## config.mk

```make
export PLATFORM = sky130hd
export DESIGN_NAME = decode
export DESIGN_NICKNAME = d
export VERILOG_FILES = /design/src/hdl/procPkg.sv /design/src/hdl/decode.sv
export SDC_FILE = /design/constraint.sdc
export NUM_CORES = 1
export LEC_CHECK = 0
export ABC_CLOCK_PERIOD_IN_PS = 3100
export BUFFER_PORTS_ARGS = -buffer_cell sky130_fd_sc_hd__buf_2
export CORE_UTILIZATION = 58
export DETAILED_ROUTE_END_ITERATION = 10
export GPL_TIMING_DRIVEN = 0
export PLACE_DENSITY = 0.8
export SLEW_MARGIN = 20
export SYNTH_ARGS = -nofsm -noshare
export SYNTH_HDL_FRONTEND = slang
export SYNTH_SLANG_ARGS = --single-unit
```

## constraint.sdc

```tcl
create_clock -name clk -period 3.1 [get_ports clk]
set_clock_uncertainty 0.05 [all_clocks]
set_input_delay 0.62 -clock clk [delete_from_list [all_inputs] [get_ports clk]]
set_output_delay 0.62 -clock clk [all_outputs]
set_load 0.05 [all_outputs]
```

## src/hdl/procPkg.sv

```systemverilog
// procPkg: widths, opcodes, function codes and control encodings for the 16-bit core
`default_nettype none

package procPkg;

   // datapath and storage sizes
   localparam int wordWidth    = 16;
   localparam int regCount     = 8;
   localparam int regSelWidth  = 3;
   localparam int memDepth     = 256;
   // word index into either memory, taken from byte address bits 8..1
   localparam int memAddrWidth = 8;

   // primary opcodes, instr[15:11]
   localparam logic [4:0] opHalt  = 5'b00000;
   localparam logic [4:0] opNop   = 5'b00001;
   localparam logic [4:0] opJ     = 5'b00100;
   localparam logic [4:0] opJal   = 5'b00110;
   // immediate alu group, low two bits line up with the alu op codes
   localparam logic [4:0] opAddi  = 5'b01000;
   localparam logic [4:0] opSubi  = 5'b01001;
   localparam logic [4:0] opXori  = 5'b01010;
   localparam logic [4:0] opAndni = 5'b01011;
   // branches on rs against zero
   localparam logic [4:0] opBeqz  = 5'b01100;
   localparam logic [4:0] opBnez  = 5'b01101;
   // memory and load-immediate
   localparam logic [4:0] opSt    = 5'b10000;
   localparam logic [4:0] opLd    = 5'b10001;
   localparam logic [4:0] opLbi   = 5'b11000;
   // register-register alu, operation in instr[1:0]
   localparam logic [4:0] opRType = 5'b11011;

   // r-format function codes
   localparam logic [1:0] fnAdd  = 2'b00;
   localparam logic [1:0] fnSub  = 2'b01;
   localparam logic [1:0] fnXor  = 2'b10;
   localparam logic [1:0] fnAndn = 2'b11;

   // alu operations, same encoding as the function codes
   localparam logic [1:0] aluAdd  = fnAdd;
   // second operand minus first
   localparam logic [1:0] aluRsub = fnSub;
   localparam logic [1:0] aluXor  = fnXor;
   // first operand and not second
   localparam logic [1:0] aluAndn = fnAndn;

   // immediate extension selects
   localparam logic [1:0] immSext5  = 2'b00;
   localparam logic [1:0] immZext5  = 2'b01;
   localparam logic [1:0] immSext8  = 2'b10;
   localparam logic [1:0] immSext11 = 2'b11;

   // write register selects
   localparam logic [1:0] dstBits4to2  = 2'b00;
   localparam logic [1:0] dstBits7to5  = 2'b01;
   localparam logic [1:0] dstBits10to8 = 2'b10;
   localparam logic [1:0] dstLink      = 2'b11;

endpackage

`default_nettype wire

```

## src/hdl/decode.sv

```systemverilog
// decode: eight-entry register file, write register select and immediate extension
`timescale 1ns/100ps
`default_nettype none

module decode import procPkg::*; (
   input  wire                     clk,
   input  wire                     arstN,
   input  wire [wordWidth-1:0]     instr,
   input  wire [1:0]               regDst,
   input  wire [1:0]               immSel,
   input  wire                     regWrEn,
   input  wire [wordWidth-1:0]     writeData,
   output logic [wordWidth-1:0]    read1Data,
   output logic [wordWidth-1:0]    read2Data,
   output logic [wordWidth-1:0]    immExt,
   output logic [regSelWidth-1:0]  writeReg
);

   logic [wordWidth-1:0] regs [regCount];

   // rs and rt/rd read ports, no write bypass
   assign read1Data = regs[instr[10:8]];
   assign read2Data = regs[instr[7:5]];

   // destination field depends on format
   always_comb begin
      case (regDst)
         dstBits4to2:  writeReg = instr[4:2];
         dstBits7to5:  writeReg = instr[7:5];
         dstBits10to8: writeReg = instr[10:8];
         // jal links through the top register
         default:      writeReg = regSelWidth'(regCount - 1);
      endcase
   end

   always_comb begin
      case (immSel)
         immSext5:  immExt = {{(wordWidth-5){instr[4]}}, instr[4:0]};
         immZext5:  immExt = {{(wordWidth-5){1'b0}}, instr[4:0]};
         immSext8:  immExt = {{(wordWidth-8){instr[7]}}, instr[7:0]};
         // jump displacement
         default:   immExt = {{(wordWidth-11){instr[10]}}, instr[10:0]};
      endcase
   end

   // write lands on the retire edge, readers see it the cycle after
   always_ff @(posedge clk or negedge arstN) begin
      if (!arstN) begin
         regs <= '{default: '0};
      end else if (regWrEn) begin
         regs[writeReg] <= writeData;
      end
   end

endmodule

`default_nettype wire

```

==> out/results.md, run 1 <==
- 4 — H-tree depth reported by CTS
- 0 — post-cts hold buffer count
- 0 — # Max-Cap Violations
- 128 — post-synthesis sequential element count
- 0.00359 µW — leakage power summed over all cells
- 5 — Remaining DRCs
- 18.2% — area growth from synthesis to layout
- 7 — DRT Pass-1 Iters
- buf_2, clkbuf_1, mux4_2, mux2_2, buf_2 — cell chain of the critical path
- 410 ps — Clock Latency Late Sink
- 16400 µm — total wire length after detailed routing
- 128 — count of clock tree sinks
- 2430 ps — data required time at the worst endpoint
- 0 — max-slew violation count
- 10 — CP Max Fanout
- 177 ps — Hold WS
- 0.0125 mm² — DIE AREA
- 16.6 µm² — syn_area_per_cell
- 419 — cells after synthesis
- 75 — number of buffer cells added on primary ports
- buffers and inverters — kind of cell adding the most delay to the critical path
- 36.8 ps — crit path setup slack, layout
- 10800 µm — Final HPWL DP
- 0 — ANT nets after route
- 0.00698 mm² — Netlist Area Pre-Place
- 90 — Top Ports
- 39 — std cell rows
- sky130_fd_sc_hd__clkbuf_1 — worst-path cell with the longest stage delay
- 2390 ps — crit path DAT
- sky130_fd_sc_hd__dfrtp_1 (128), sky130_fd_sc_hd__mux2_2 (124), sky130_fd_sc_hd__buf_2 (85) — most used cells in the layout excluding fill and tap cells
- 78 — pin count of the biggest net entering global routing
- in2out — critical path type
- 60.3% — initial standard-cell utilization of the core
- 0 — ANT cells
- 0 — setup violators final
- 98.8% — fin crit share
- 0 ps — post-route setup TNS
- output port — kind of end point of the critical path
- finished with violations — outcome
- input pin — kind of start point of the critical path
- 849 mW/mm² — power density relative to cell area
- false — RSZ-0062 raised after global routing
- sky130_fd_sc_hd__clkbuf_16 — master cell of the clock root buffer
- 42.1% — Worst slew margin
- 3060 ps — minimum clock period
- 194 — initial DRC count
- -188 ps — post-place setup slack
- 553 — Final #Nets
- 680 ps — slowest cell delay on critical path
- 4502 — number of global-route vias before repair
- 0 — Hold Violations, Final
- 128 — flip-flop count of the largest register after layout
- 112 µm — die boundary height
- regs — register with the highest flop count
- 45.9% — portion of the post-synthesis area used by sequential elements
- 746 — Filler Cells Inserted
- 0 — number of antenna violations at the first check in global routing
- in2async — worst min-delay path category
- 458 — Synthesized Nets
- 2 — Max Root-Sink Buffers
- 50 ps — clock transition at the registers of the reported paths
- 0.587 mV — worst vdd ir
- sky130_fd_sc_hd__dfrtp_1 — most frequent standard cell in the layout excluding fill and tap cells
- built — CTS tree
- 26000 µm — wire length of the first global-routing pass
- 28.5% — Global Route Usage Sum
- 6.47 — number of vias per cell
- 65.3% — share of cells above drive strength 1
- 24.5 µm — average wire per standard cell
- 21 — Cell variety after synth
- 17 — number of buffers added by the clock tree synthesis step
- regs x128 — leading registers by flop count
- 869 ps — worst slew pin tran
- 0 — grt total ovfl
- design-rule violations — failing checks
- 112 µm — width of the die
- 0.326 GHz — FMAX
- 4336 — via count
- 0 — Warnings, synthesis
- 0.0116 mm² — Core Box Area
- 3 — Critical path buffers and inverters
- sky130_fd_sc_hd__buf_2 — cell repeated most along the worst path
- 0.758 — RD Place Congestion
==> per-stage QoR <==
| step | area [µm²] | utilization (%) | std cells | power (µW) |
|---|---|---|---|---|
| finish | 8240 | 71.3 | 670 | 7000 |
| floorplan | 6980 | - | 419 | 4290 |
| detailed placement | 7560 | 65.4 | 638 | 4790 |
| global route | 8240 | 71.3 | 670 | 7290 |
| global placement | 7530 | 65.1 | 637 | 4660 |
| CTS | 8240 | 71.3 | 670 | 7030 |
==> per-layer routing <==
layer	vias up	global-route usage [%]	wire [µm]	share of wire, %
li1	1836	-	-	-
met1	2324	35.8	6460	39
met2	145	47.6	8640	53
met3	31	6.31	894	5.4
met4	0	13.2	441	2.7
met5	-	0	0	0
==> cell usage after synthesis (all sizes together) <==
cell type  count  area [µm²]
a21o           3        22.5
a31o           3        26.3
buf           28         190
clkbuf        12        45.0
dfrtp        128        3200
inv            3        11.3
mux2         163        1840
mux4          64        1440
nand2b         1        13.8
nand4          4        50.1
nor2b          1        6.26
nor3           3        48.8
nor3b          1        7.51
o221ai         1        15.0
o22ai          3        52.6
or3            1        6.26
==> layout make-up <==
type | instances | area, µm² | share of cell area [%]
Timing Repair Buffer | 76 | 409 | 4.96
Inverter | 3 | 11.3 | 0.137
Multi-Input combinational cell | 248 | 3530 | 42.8
Clock buffer | 23 | 488 | 5.92
Tap cell | 143 | 179 | 2.17
Buffer | 40 | 249 | 3.02
Clock inverter | 9 | 178 | 2.16
Sequential cell | 128 | 3200 | 38.9
==> final timing paths <==
check | startpoint | endpoint | slack (ps) | cells after the start
worst max-delay path | instr[9] | read1Data[13] | 40 | 5
worst min-delay path | arstN | regs[58]$_DFFE_PN0P_ | 180 | 1
worst max register to register | regs[96]$_DFFE_PN0P_ | regs[96]$_DFFE_PN0P_ | 2210 | 1
worst min register to register | regs[71]$_DFFE_PN0P_ | regs[71]$_DFFE_PN0P_ | 450 | 1
max in group asynchronous | arstN | regs[117]$_DFFE_PN0P_ | 2130 | 2
min in group clk | regs[71]$_DFFE_PN0P_ | regs[71]$_DFFE_PN0P_ | 450 | 1
==> report_power, final <==
| group | leakage (µW) | switching [µW] | total (µW) | internal, µW |
|---|---|---|---|---|
| logic | 0.00172 | 1130 | 2210 | 1080 |
| registers | 0.00155 | 368 | 2570 | 2200 |
| clock network | 0.000316 | 712 | 2220 | 1510 |
==> cells by family (layout without fill, tap and decap cells) <==
family                 Yosys count  count (layout)  share of synthesized area, %
buffers and inverters           43             151                          3.53
AO/OA/AOI/OAI                   10              10                          1.67
multiplexers                   227             227                          47.0
AND/OR/NAND/NOR                 11              11                          1.90
flip-flops                     128             128                          45.9
==> repair_timing <==
action | in CTS | in global routing
endpoints found under the setup margin | 16 | 0
setup buffers | 0 | 0
gates resized for setup | 8 | 0
No activity file was read; power rests on OpenSTA's default activity.
==> inputs of run 2 (changes only) <==
--- a/config.mk
+++ b/config.mk
@@ -7,10 +7,12 @@
 export LEC_CHECK = 0
 export ABC_CLOCK_PERIOD_IN_PS = 3100
 export BUFFER_PORTS_ARGS = -buffer_cell sky130_fd_sc_hd__buf_2
+export CORE_ASPECT_RATIO = 1.75
 export CORE_UTILIZATION = 58
 export DETAILED_ROUTE_END_ITERATION = 10
 export GPL_TIMING_DRIVEN = 0
 export PLACE_DENSITY = 0.8
+export SETUP_SLACK_MARGIN = 0.15
 export SLEW_MARGIN = 20
 export SYNTH_ARGS = -nofsm -noshare
 export SYNTH_HDL_FRONTEND = slang
==> out/results.md, run 2 (synthesis gave the netlist of run 1 again) <==
- finished with violations — outcome
- design-rule violations — failing checks
- 81 — pin count of the biggest net entering global routing, +3.8%
- sky130_fd_sc_hd__buf_2 — cell repeated most along the worst path
- 17000 µm — total wire length after detailed routing, +3.3%
- 0 — number of antenna violations at the first check in global routing, unchanged
- built — CTS tree
- 65.9% — share of cells above drive strength 1, +0.63 points
- 420 ps — Clock Latency Late Sink, about the same
- 61.1% — Worst slew margin, +19 points
- 59.9% — initial standard-cell utilization of the core, -0.42 points
- 582 ps — worst slew pin tran, -287 ps
- 4 — H-tree depth reported by CTS, unchanged
- 25.7 µm — average wire per standard cell, +4.9%
- sky130_fd_sc_hd__dfrtp_1 — most frequent standard cell in the layout excluding fill and tap cells
- 29.6% — Global Route Usage Sum, +1.1 points
- 4368 — via count, +0.74%
- 0 — # Max-Cap Violations, unchanged
- 84.9 µm — width of the die, -24%
- 17 — number of buffers added by the clock tree synthesis step, unchanged
- 0 — setup violators final, unchanged
- 0.463 mV — worst vdd ir, -21%
- false — RSZ-0062 raised after global routing
- 6.62 — number of vias per cell, +2.3%
- 2920 ps — minimum clock period, -146 ps
- 831 mW/mm² — power density relative to cell area, -2.2%
- 94.1% — fin crit share, -4.7 points
- input pin — kind of start point of the critical path
- 11600 µm — Final HPWL DP, +7.2%
- buffers and inverters — kind of cell adding the most delay to the critical path
- 50 ps — clock transition at the registers of the reported paths, about the same
- 0 — grt total ovfl, unchanged
- 0.343 GHz — FMAX, +5.0%
- 7 — DRT Pass-1 Iters, unchanged
- 52 — std cell rows, +33%
- regs x128 — leading registers by flop count
- 2210 ps — worst reg2reg setup slack, about the same
- 89.2 ps — Hold WS, -87.8 ps
- 2250 ps — crit path DAT, -140 ps
- 0.0125 mm² — DIE AREA, +0.14%
- 4 — Remaining DRCs, -1
- 15 — number of resized instances in the post-cts repair step, +7
- 90 — Top Ports, unchanged
- 147 µm — die boundary height, +32%
- 128 — count of clock tree sinks, unchanged
- 75 — number of buffer cells added on primary ports, unchanged
- 2430 ps — data required time at the worst endpoint, about the same
- 0.00755 mm² — cell area after placement, -0.13%
- 553 — Final #Nets, unchanged
- 128 — flip-flop count of the largest register after layout, unchanged
- 271 — initial DRC count, +40%
- 0.779 — RD Place Congestion, +2.8%
- 0 — ANT nets after route, unchanged
- sky130_fd_sc_hd__dfrtp_1 (128), sky130_fd_sc_hd__mux2_2 (124), sky130_fd_sc_hd__buf_2 (83) — most used cells in the layout excluding fill and tap cells
- in2async — worst min-delay path category
- clkbuf_1, buf_2, mux4_2, mux2_2, buf_2 — cell chain of the critical path
- 4827 — number of global-route vias before repair, +7.2%
- 0 — ANT cells, unchanged
- 0 — Hold Violations, Final, unchanged
- 0 — count of buffers added by post-CTS timing repair for setup, unchanged
- 0.00358 µW — leakage power summed over all cells, -0.24%
- 0.00818 mm² — final design instance area without fill, -0.76%
- sky130_fd_sc_hd__buf_2 — worst-path cell with the longest stage delay
- 783 — Filler Cells Inserted, +5.0%
- 410 ps — slowest cell delay on critical path, -270 ps
- 10 — CP Max Fanout, unchanged
- output port — kind of end point of the critical path
- in2out — critical path type
- 17.3% — area growth from synthesis to layout
- 26600 µm — wire length of the first global-routing pass, +2.3%
- 3 — Critical path buffers and inverters, unchanged
- 2 — Max Root-Sink Buffers, unchanged
- sky130_fd_sc_hd__clkbuf_16 — master cell of the clock root buffer
- 0 — max-slew violation count, unchanged
- 0 — post-cts hold buffer count, unchanged
- regs — register with the highest flop count
- 0.0116 mm² — Core Box Area, +0.70%
==> run 2: metrics by stage <==
step	cells	power, µW	setup TNS [ps]	util [%]	setup slack [ps]
final	660	6800	0	70.2	183
after global routing	660	7050	0	70.2	156
after CTS	660	6810	0	70.1	122
after detailed placement	630	4830	-2490	64.9	-218
after global placement	629	4670	-25660	64.6	-196
after floorplan	419	4290	0	-	159
==> run 2: power by group <==
group	internal, µW	switching [µW]
clock	1280	701
sequential	2200	389
combinational	1080	1140
==> run 2: path summary, 6_finish.rpt <==
kind                                             from               endpoint  cells after the start
max in group asynchronous                       arstN    regs[3]$_DFFE_PN0P_                      2
worst min-delay path                            arstN   regs[42]$_DFFE_PN0P_                      1
worst min register to register  regs[111]$_DFFE_PN0P_  regs[111]$_DFFE_PN0P_                      1
worst max register to register   regs[78]$_DFFE_PN0P_   regs[78]$_DFFE_PN0P_                      1
worst max-delay path                         instr[6]           read2Data[2]                      5
min in group clk                regs[111]$_DFFE_PN0P_  regs[111]$_DFFE_PN0P_                      1
==> run 2: layout make-up <==
| cell class | count | area, µm² | share of cell area [%] |
|---|---|---|---|
| Timing Repair Buffer | 76 | 409 | 5.00 |
| Inverter | 3 | 11.3 | 0.138 |
| Multi-Input combinational cell | 248 | 3530 | 43.1 |
| Tap cell | 135 | 169 | 2.06 |
| Sequential cell | 128 | 3200 | 39.2 |
| Clock buffer | 25 | 505 | 6.18 |
| Buffer | 40 | 279 | 3.41 |
| Clock inverter | 5 | 77.6 | 0.948 |
==> run 2: per-layer routing <==
layer	up-vias	wire, µm	global-route usage [%]	share of wire, %
li1	1832	-	-	-
met1	2349	6070	32.4	36
met2	144	9650	54.1	57
met3	43	598	5.56	3.5
met4	0	660	14.8	3.9
met5	-	0	0	0
==> inputs of run 3 (changes only) <==
--- a/config.mk
+++ b/config.mk
@@ -12,6 +12,7 @@
 export DETAILED_ROUTE_END_ITERATION = 10
 export GPL_TIMING_DRIVEN = 0
 export PLACE_DENSITY = 0.8
+export RECOVER_POWER = 100
 export SETUP_SLACK_MARGIN = 0.15
 export SLEW_MARGIN = 20
 export SYNTH_ARGS = -nofsm -noshare
==> out/results.md, run 3 (synthesis gave the netlist of run 1 again) <==
- 420 ps — Clock Latency Late Sink, about the same
- design-rule violations, max-capacitance violations, max-slew violations — failing checks
- 61.0% — share of cells above drive strength 1, -5.0 points
- 90 — Top Ports, unchanged
- 2940 ps — minimum clock period, +25.1 ps
- 26600 µm — wire length of the first global-routing pass, unchanged
- 59.9% — initial standard-cell utilization of the core, unchanged
- 50 ps — clock transition at the registers of the reported paths, about the same
- 2270 ps — crit path DAT, +20 ps
- 2300 ps — worst slew pin tran, +1710 ps
- 2 — Max Root-Sink Buffers, unchanged
- 1 — # Max-Cap Violations, +1
- 0 — setup violators final, unchanged
- finished with violations — outcome
- 0 — ANT cells, unchanged
- 0.00755 mm² — cell area after placement, unchanged
- 805 — Filler Cells Inserted, +2.8%
- 0.00351 µW — leakage power summed over all cells, -2.0%
- 75 — number of buffer cells added on primary ports, unchanged
- 0.779 — RD Place Congestion, unchanged
- input pin — kind of start point of the critical path
- multiplexers — kind of cell adding the most delay to the critical path
- 0 — Hold Violations, Final, unchanged
- 0.0116 mm² — Core Box Area, unchanged
- 52 — std cell rows, unchanged
- 4827 — number of global-route vias before repair, unchanged
- 7 — DRT Pass-1 Iters, unchanged
- reg2reg — worst min-delay path category
- 128 — count of clock tree sinks, unchanged
- 660 — number of standard cells in the final layout excluding fillers, unchanged
- built — CTS tree
- 4 — Remaining DRCs, unchanged
- 84.9 µm — width of the die, unchanged
- 630 — number of instances in the placed design, unchanged
- sky130_fd_sc_hd__mux4_2 — worst-path cell with the longest stage delay
- 9550 µm — met2 wire length, -1.1%
- sky130_fd_sc_hd__clkbuf_16 — master cell of the clock root buffer
- 25.7 µm — average wire per standard cell, about the same
- 0.0125 mm² — DIE AREA, unchanged
- 540 ps — slowest cell delay on critical path, +130 ps
- 4334 — via count, -0.78%
- 147 µm — die boundary height, unchanged
- output port — kind of end point of the critical path
- 653 µm — routed wl met3, +9.2%
- 81 — pin count of the biggest net entering global routing, unchanged
- regs x128 — leading registers by flop count
- 17000 µm — total wire length after detailed routing, about the same
- sky130_fd_sc_hd__dfrtp_1 (128), sky130_fd_sc_hd__mux2_2 (121), sky130_fd_sc_hd__mux4_2 (64) — most used cells in the layout excluding fill and tap cells
- 839 mW/mm² — power density relative to cell area, +0.95%
- clkbuf_2, clkbuf_4, mux4_2, mux2_2, buf_2 — cell chain of the critical path
- 11600 µm — Final HPWL DP, unchanged
- in2out — critical path type
- 0 — number of antenna violations at the first check in global routing, unchanged
- 17 — number of buffers added by the clock tree synthesis step, unchanged
- -53.1% — Worst slew margin, -110 points
- 0 — count of buffers added by post-CTS timing repair for setup, unchanged
- 245 — initial DRC count, -9.6%
- 0 — grt total ovfl, unchanged
- 15.9% — area growth from synthesis to layout
- 2430 ps — data required time at the worst endpoint, about the same
- sky130_fd_sc_hd__dfrtp_1 — most frequent standard cell in the layout excluding fill and tap cells
- 0.340 GHz — FMAX, -0.85%
- 6110 µm — detailed-routing wirelength on met1, +0.59%
- met4 — top routing layer in use
- 128 — flip-flop count of the largest register after layout, unchanged
- 49 — max-slew violation count, +49
- 94.9% — fin crit share, +0.81 points
- 553 — Final #Nets, unchanged
- false — RSZ-0062 raised after global routing
- 4 — H-tree depth reported by CTS, unchanged
- 0 — ANT nets after route, unchanged
- 0.00808 mm² — final design instance area without fill, -1.2%
- 0.464 mV — worst vdd ir, +0.30%
- regs — register with the highest flop count
- 6.57 — number of vias per cell, -0.78%
- 29.6% — Global Route Usage Sum, unchanged
- 3 — Critical path buffers and inverters, unchanged
- 10 — CP Max Fanout, unchanged
-- run 3: repair_timing --
action | CTS | global route
gates resized for setup | 15 | 10
hold buffers | 0 | 0
pin swaps | 0 | 0
setup endpoints to repair | 29 | 19
endpoints found under the hold margin | 0 | 0
-- run 3: final cells by class --
class	count	area, µm²	area share [%]
buffer	40	255	3.16
clock buffer	25	505	6.25
clock inverter	5	77.6	0.960
inverter	3	11.3	0.139
multi-input combinational	248	3470	42.9
sequential	128	3200	39.6
tap	135	169	2.09
timing repair buffer	76	392	4.85
-- run 3: routing by layer --
layer	vias to the layer above	track usage (%)
met5	-	0
met4	0	14.8
met3	54	5.56
met2	144	54.1
met1	2310	32.4
li1	1826	-
-- run 3: power breakdown --
group | internal, µW | switching (µW) | total, µW
clock | 1280 | 702 | 1980
sequential | 2200 | 387 | 2590
combinational | 1070 | 1140 | 2210
total | 4550 | 2230 | 6780
-- run 3: final timing paths --
check / from / endpoint / slack [ps] / cells after the start
worst min register to register: regs[101]$_DFFE_PN0P_ / regs[101]$_DFFE_PN0P_ / 460 / 1
max in group asynchronous: arstN / regs[78]$_DFFE_PN0P_ / 700 / 1
worst max-delay path: instr[5] / read2Data[2] / 160 / 5
min in group asynchronous: arstN / regs[42]$_DFFE_PN0P_ / 980 / 1
worst max register to register: regs[64]$_DFFE_PN0P_ / regs[64]$_DFFE_PN0P_ / 2200 / 1
worst min-delay path: regs[101]$_DFFE_PN0P_ / regs[101]$_DFFE_PN0P_ / 460 / 1
-- run 3: per-stage QoR --
step / worst slack, ps / hold slack (ps) / utilization (%) / power (µW) / TNS [ps]
after CTS: 122 / 104 / 70.1 / 6810 / 0
after floorplan: 159 / 274 / - / 4290 / 0
after global routing: 81.4 / 475 / 69.4 / 7030 / 0
after global placement: -196 / 431 / 64.6 / 4670 / -25660
after detailed placement: -218 / 448 / 64.9 / 4830 / -2490
final: 158 / 462 / 69.4 / 6780 / 0
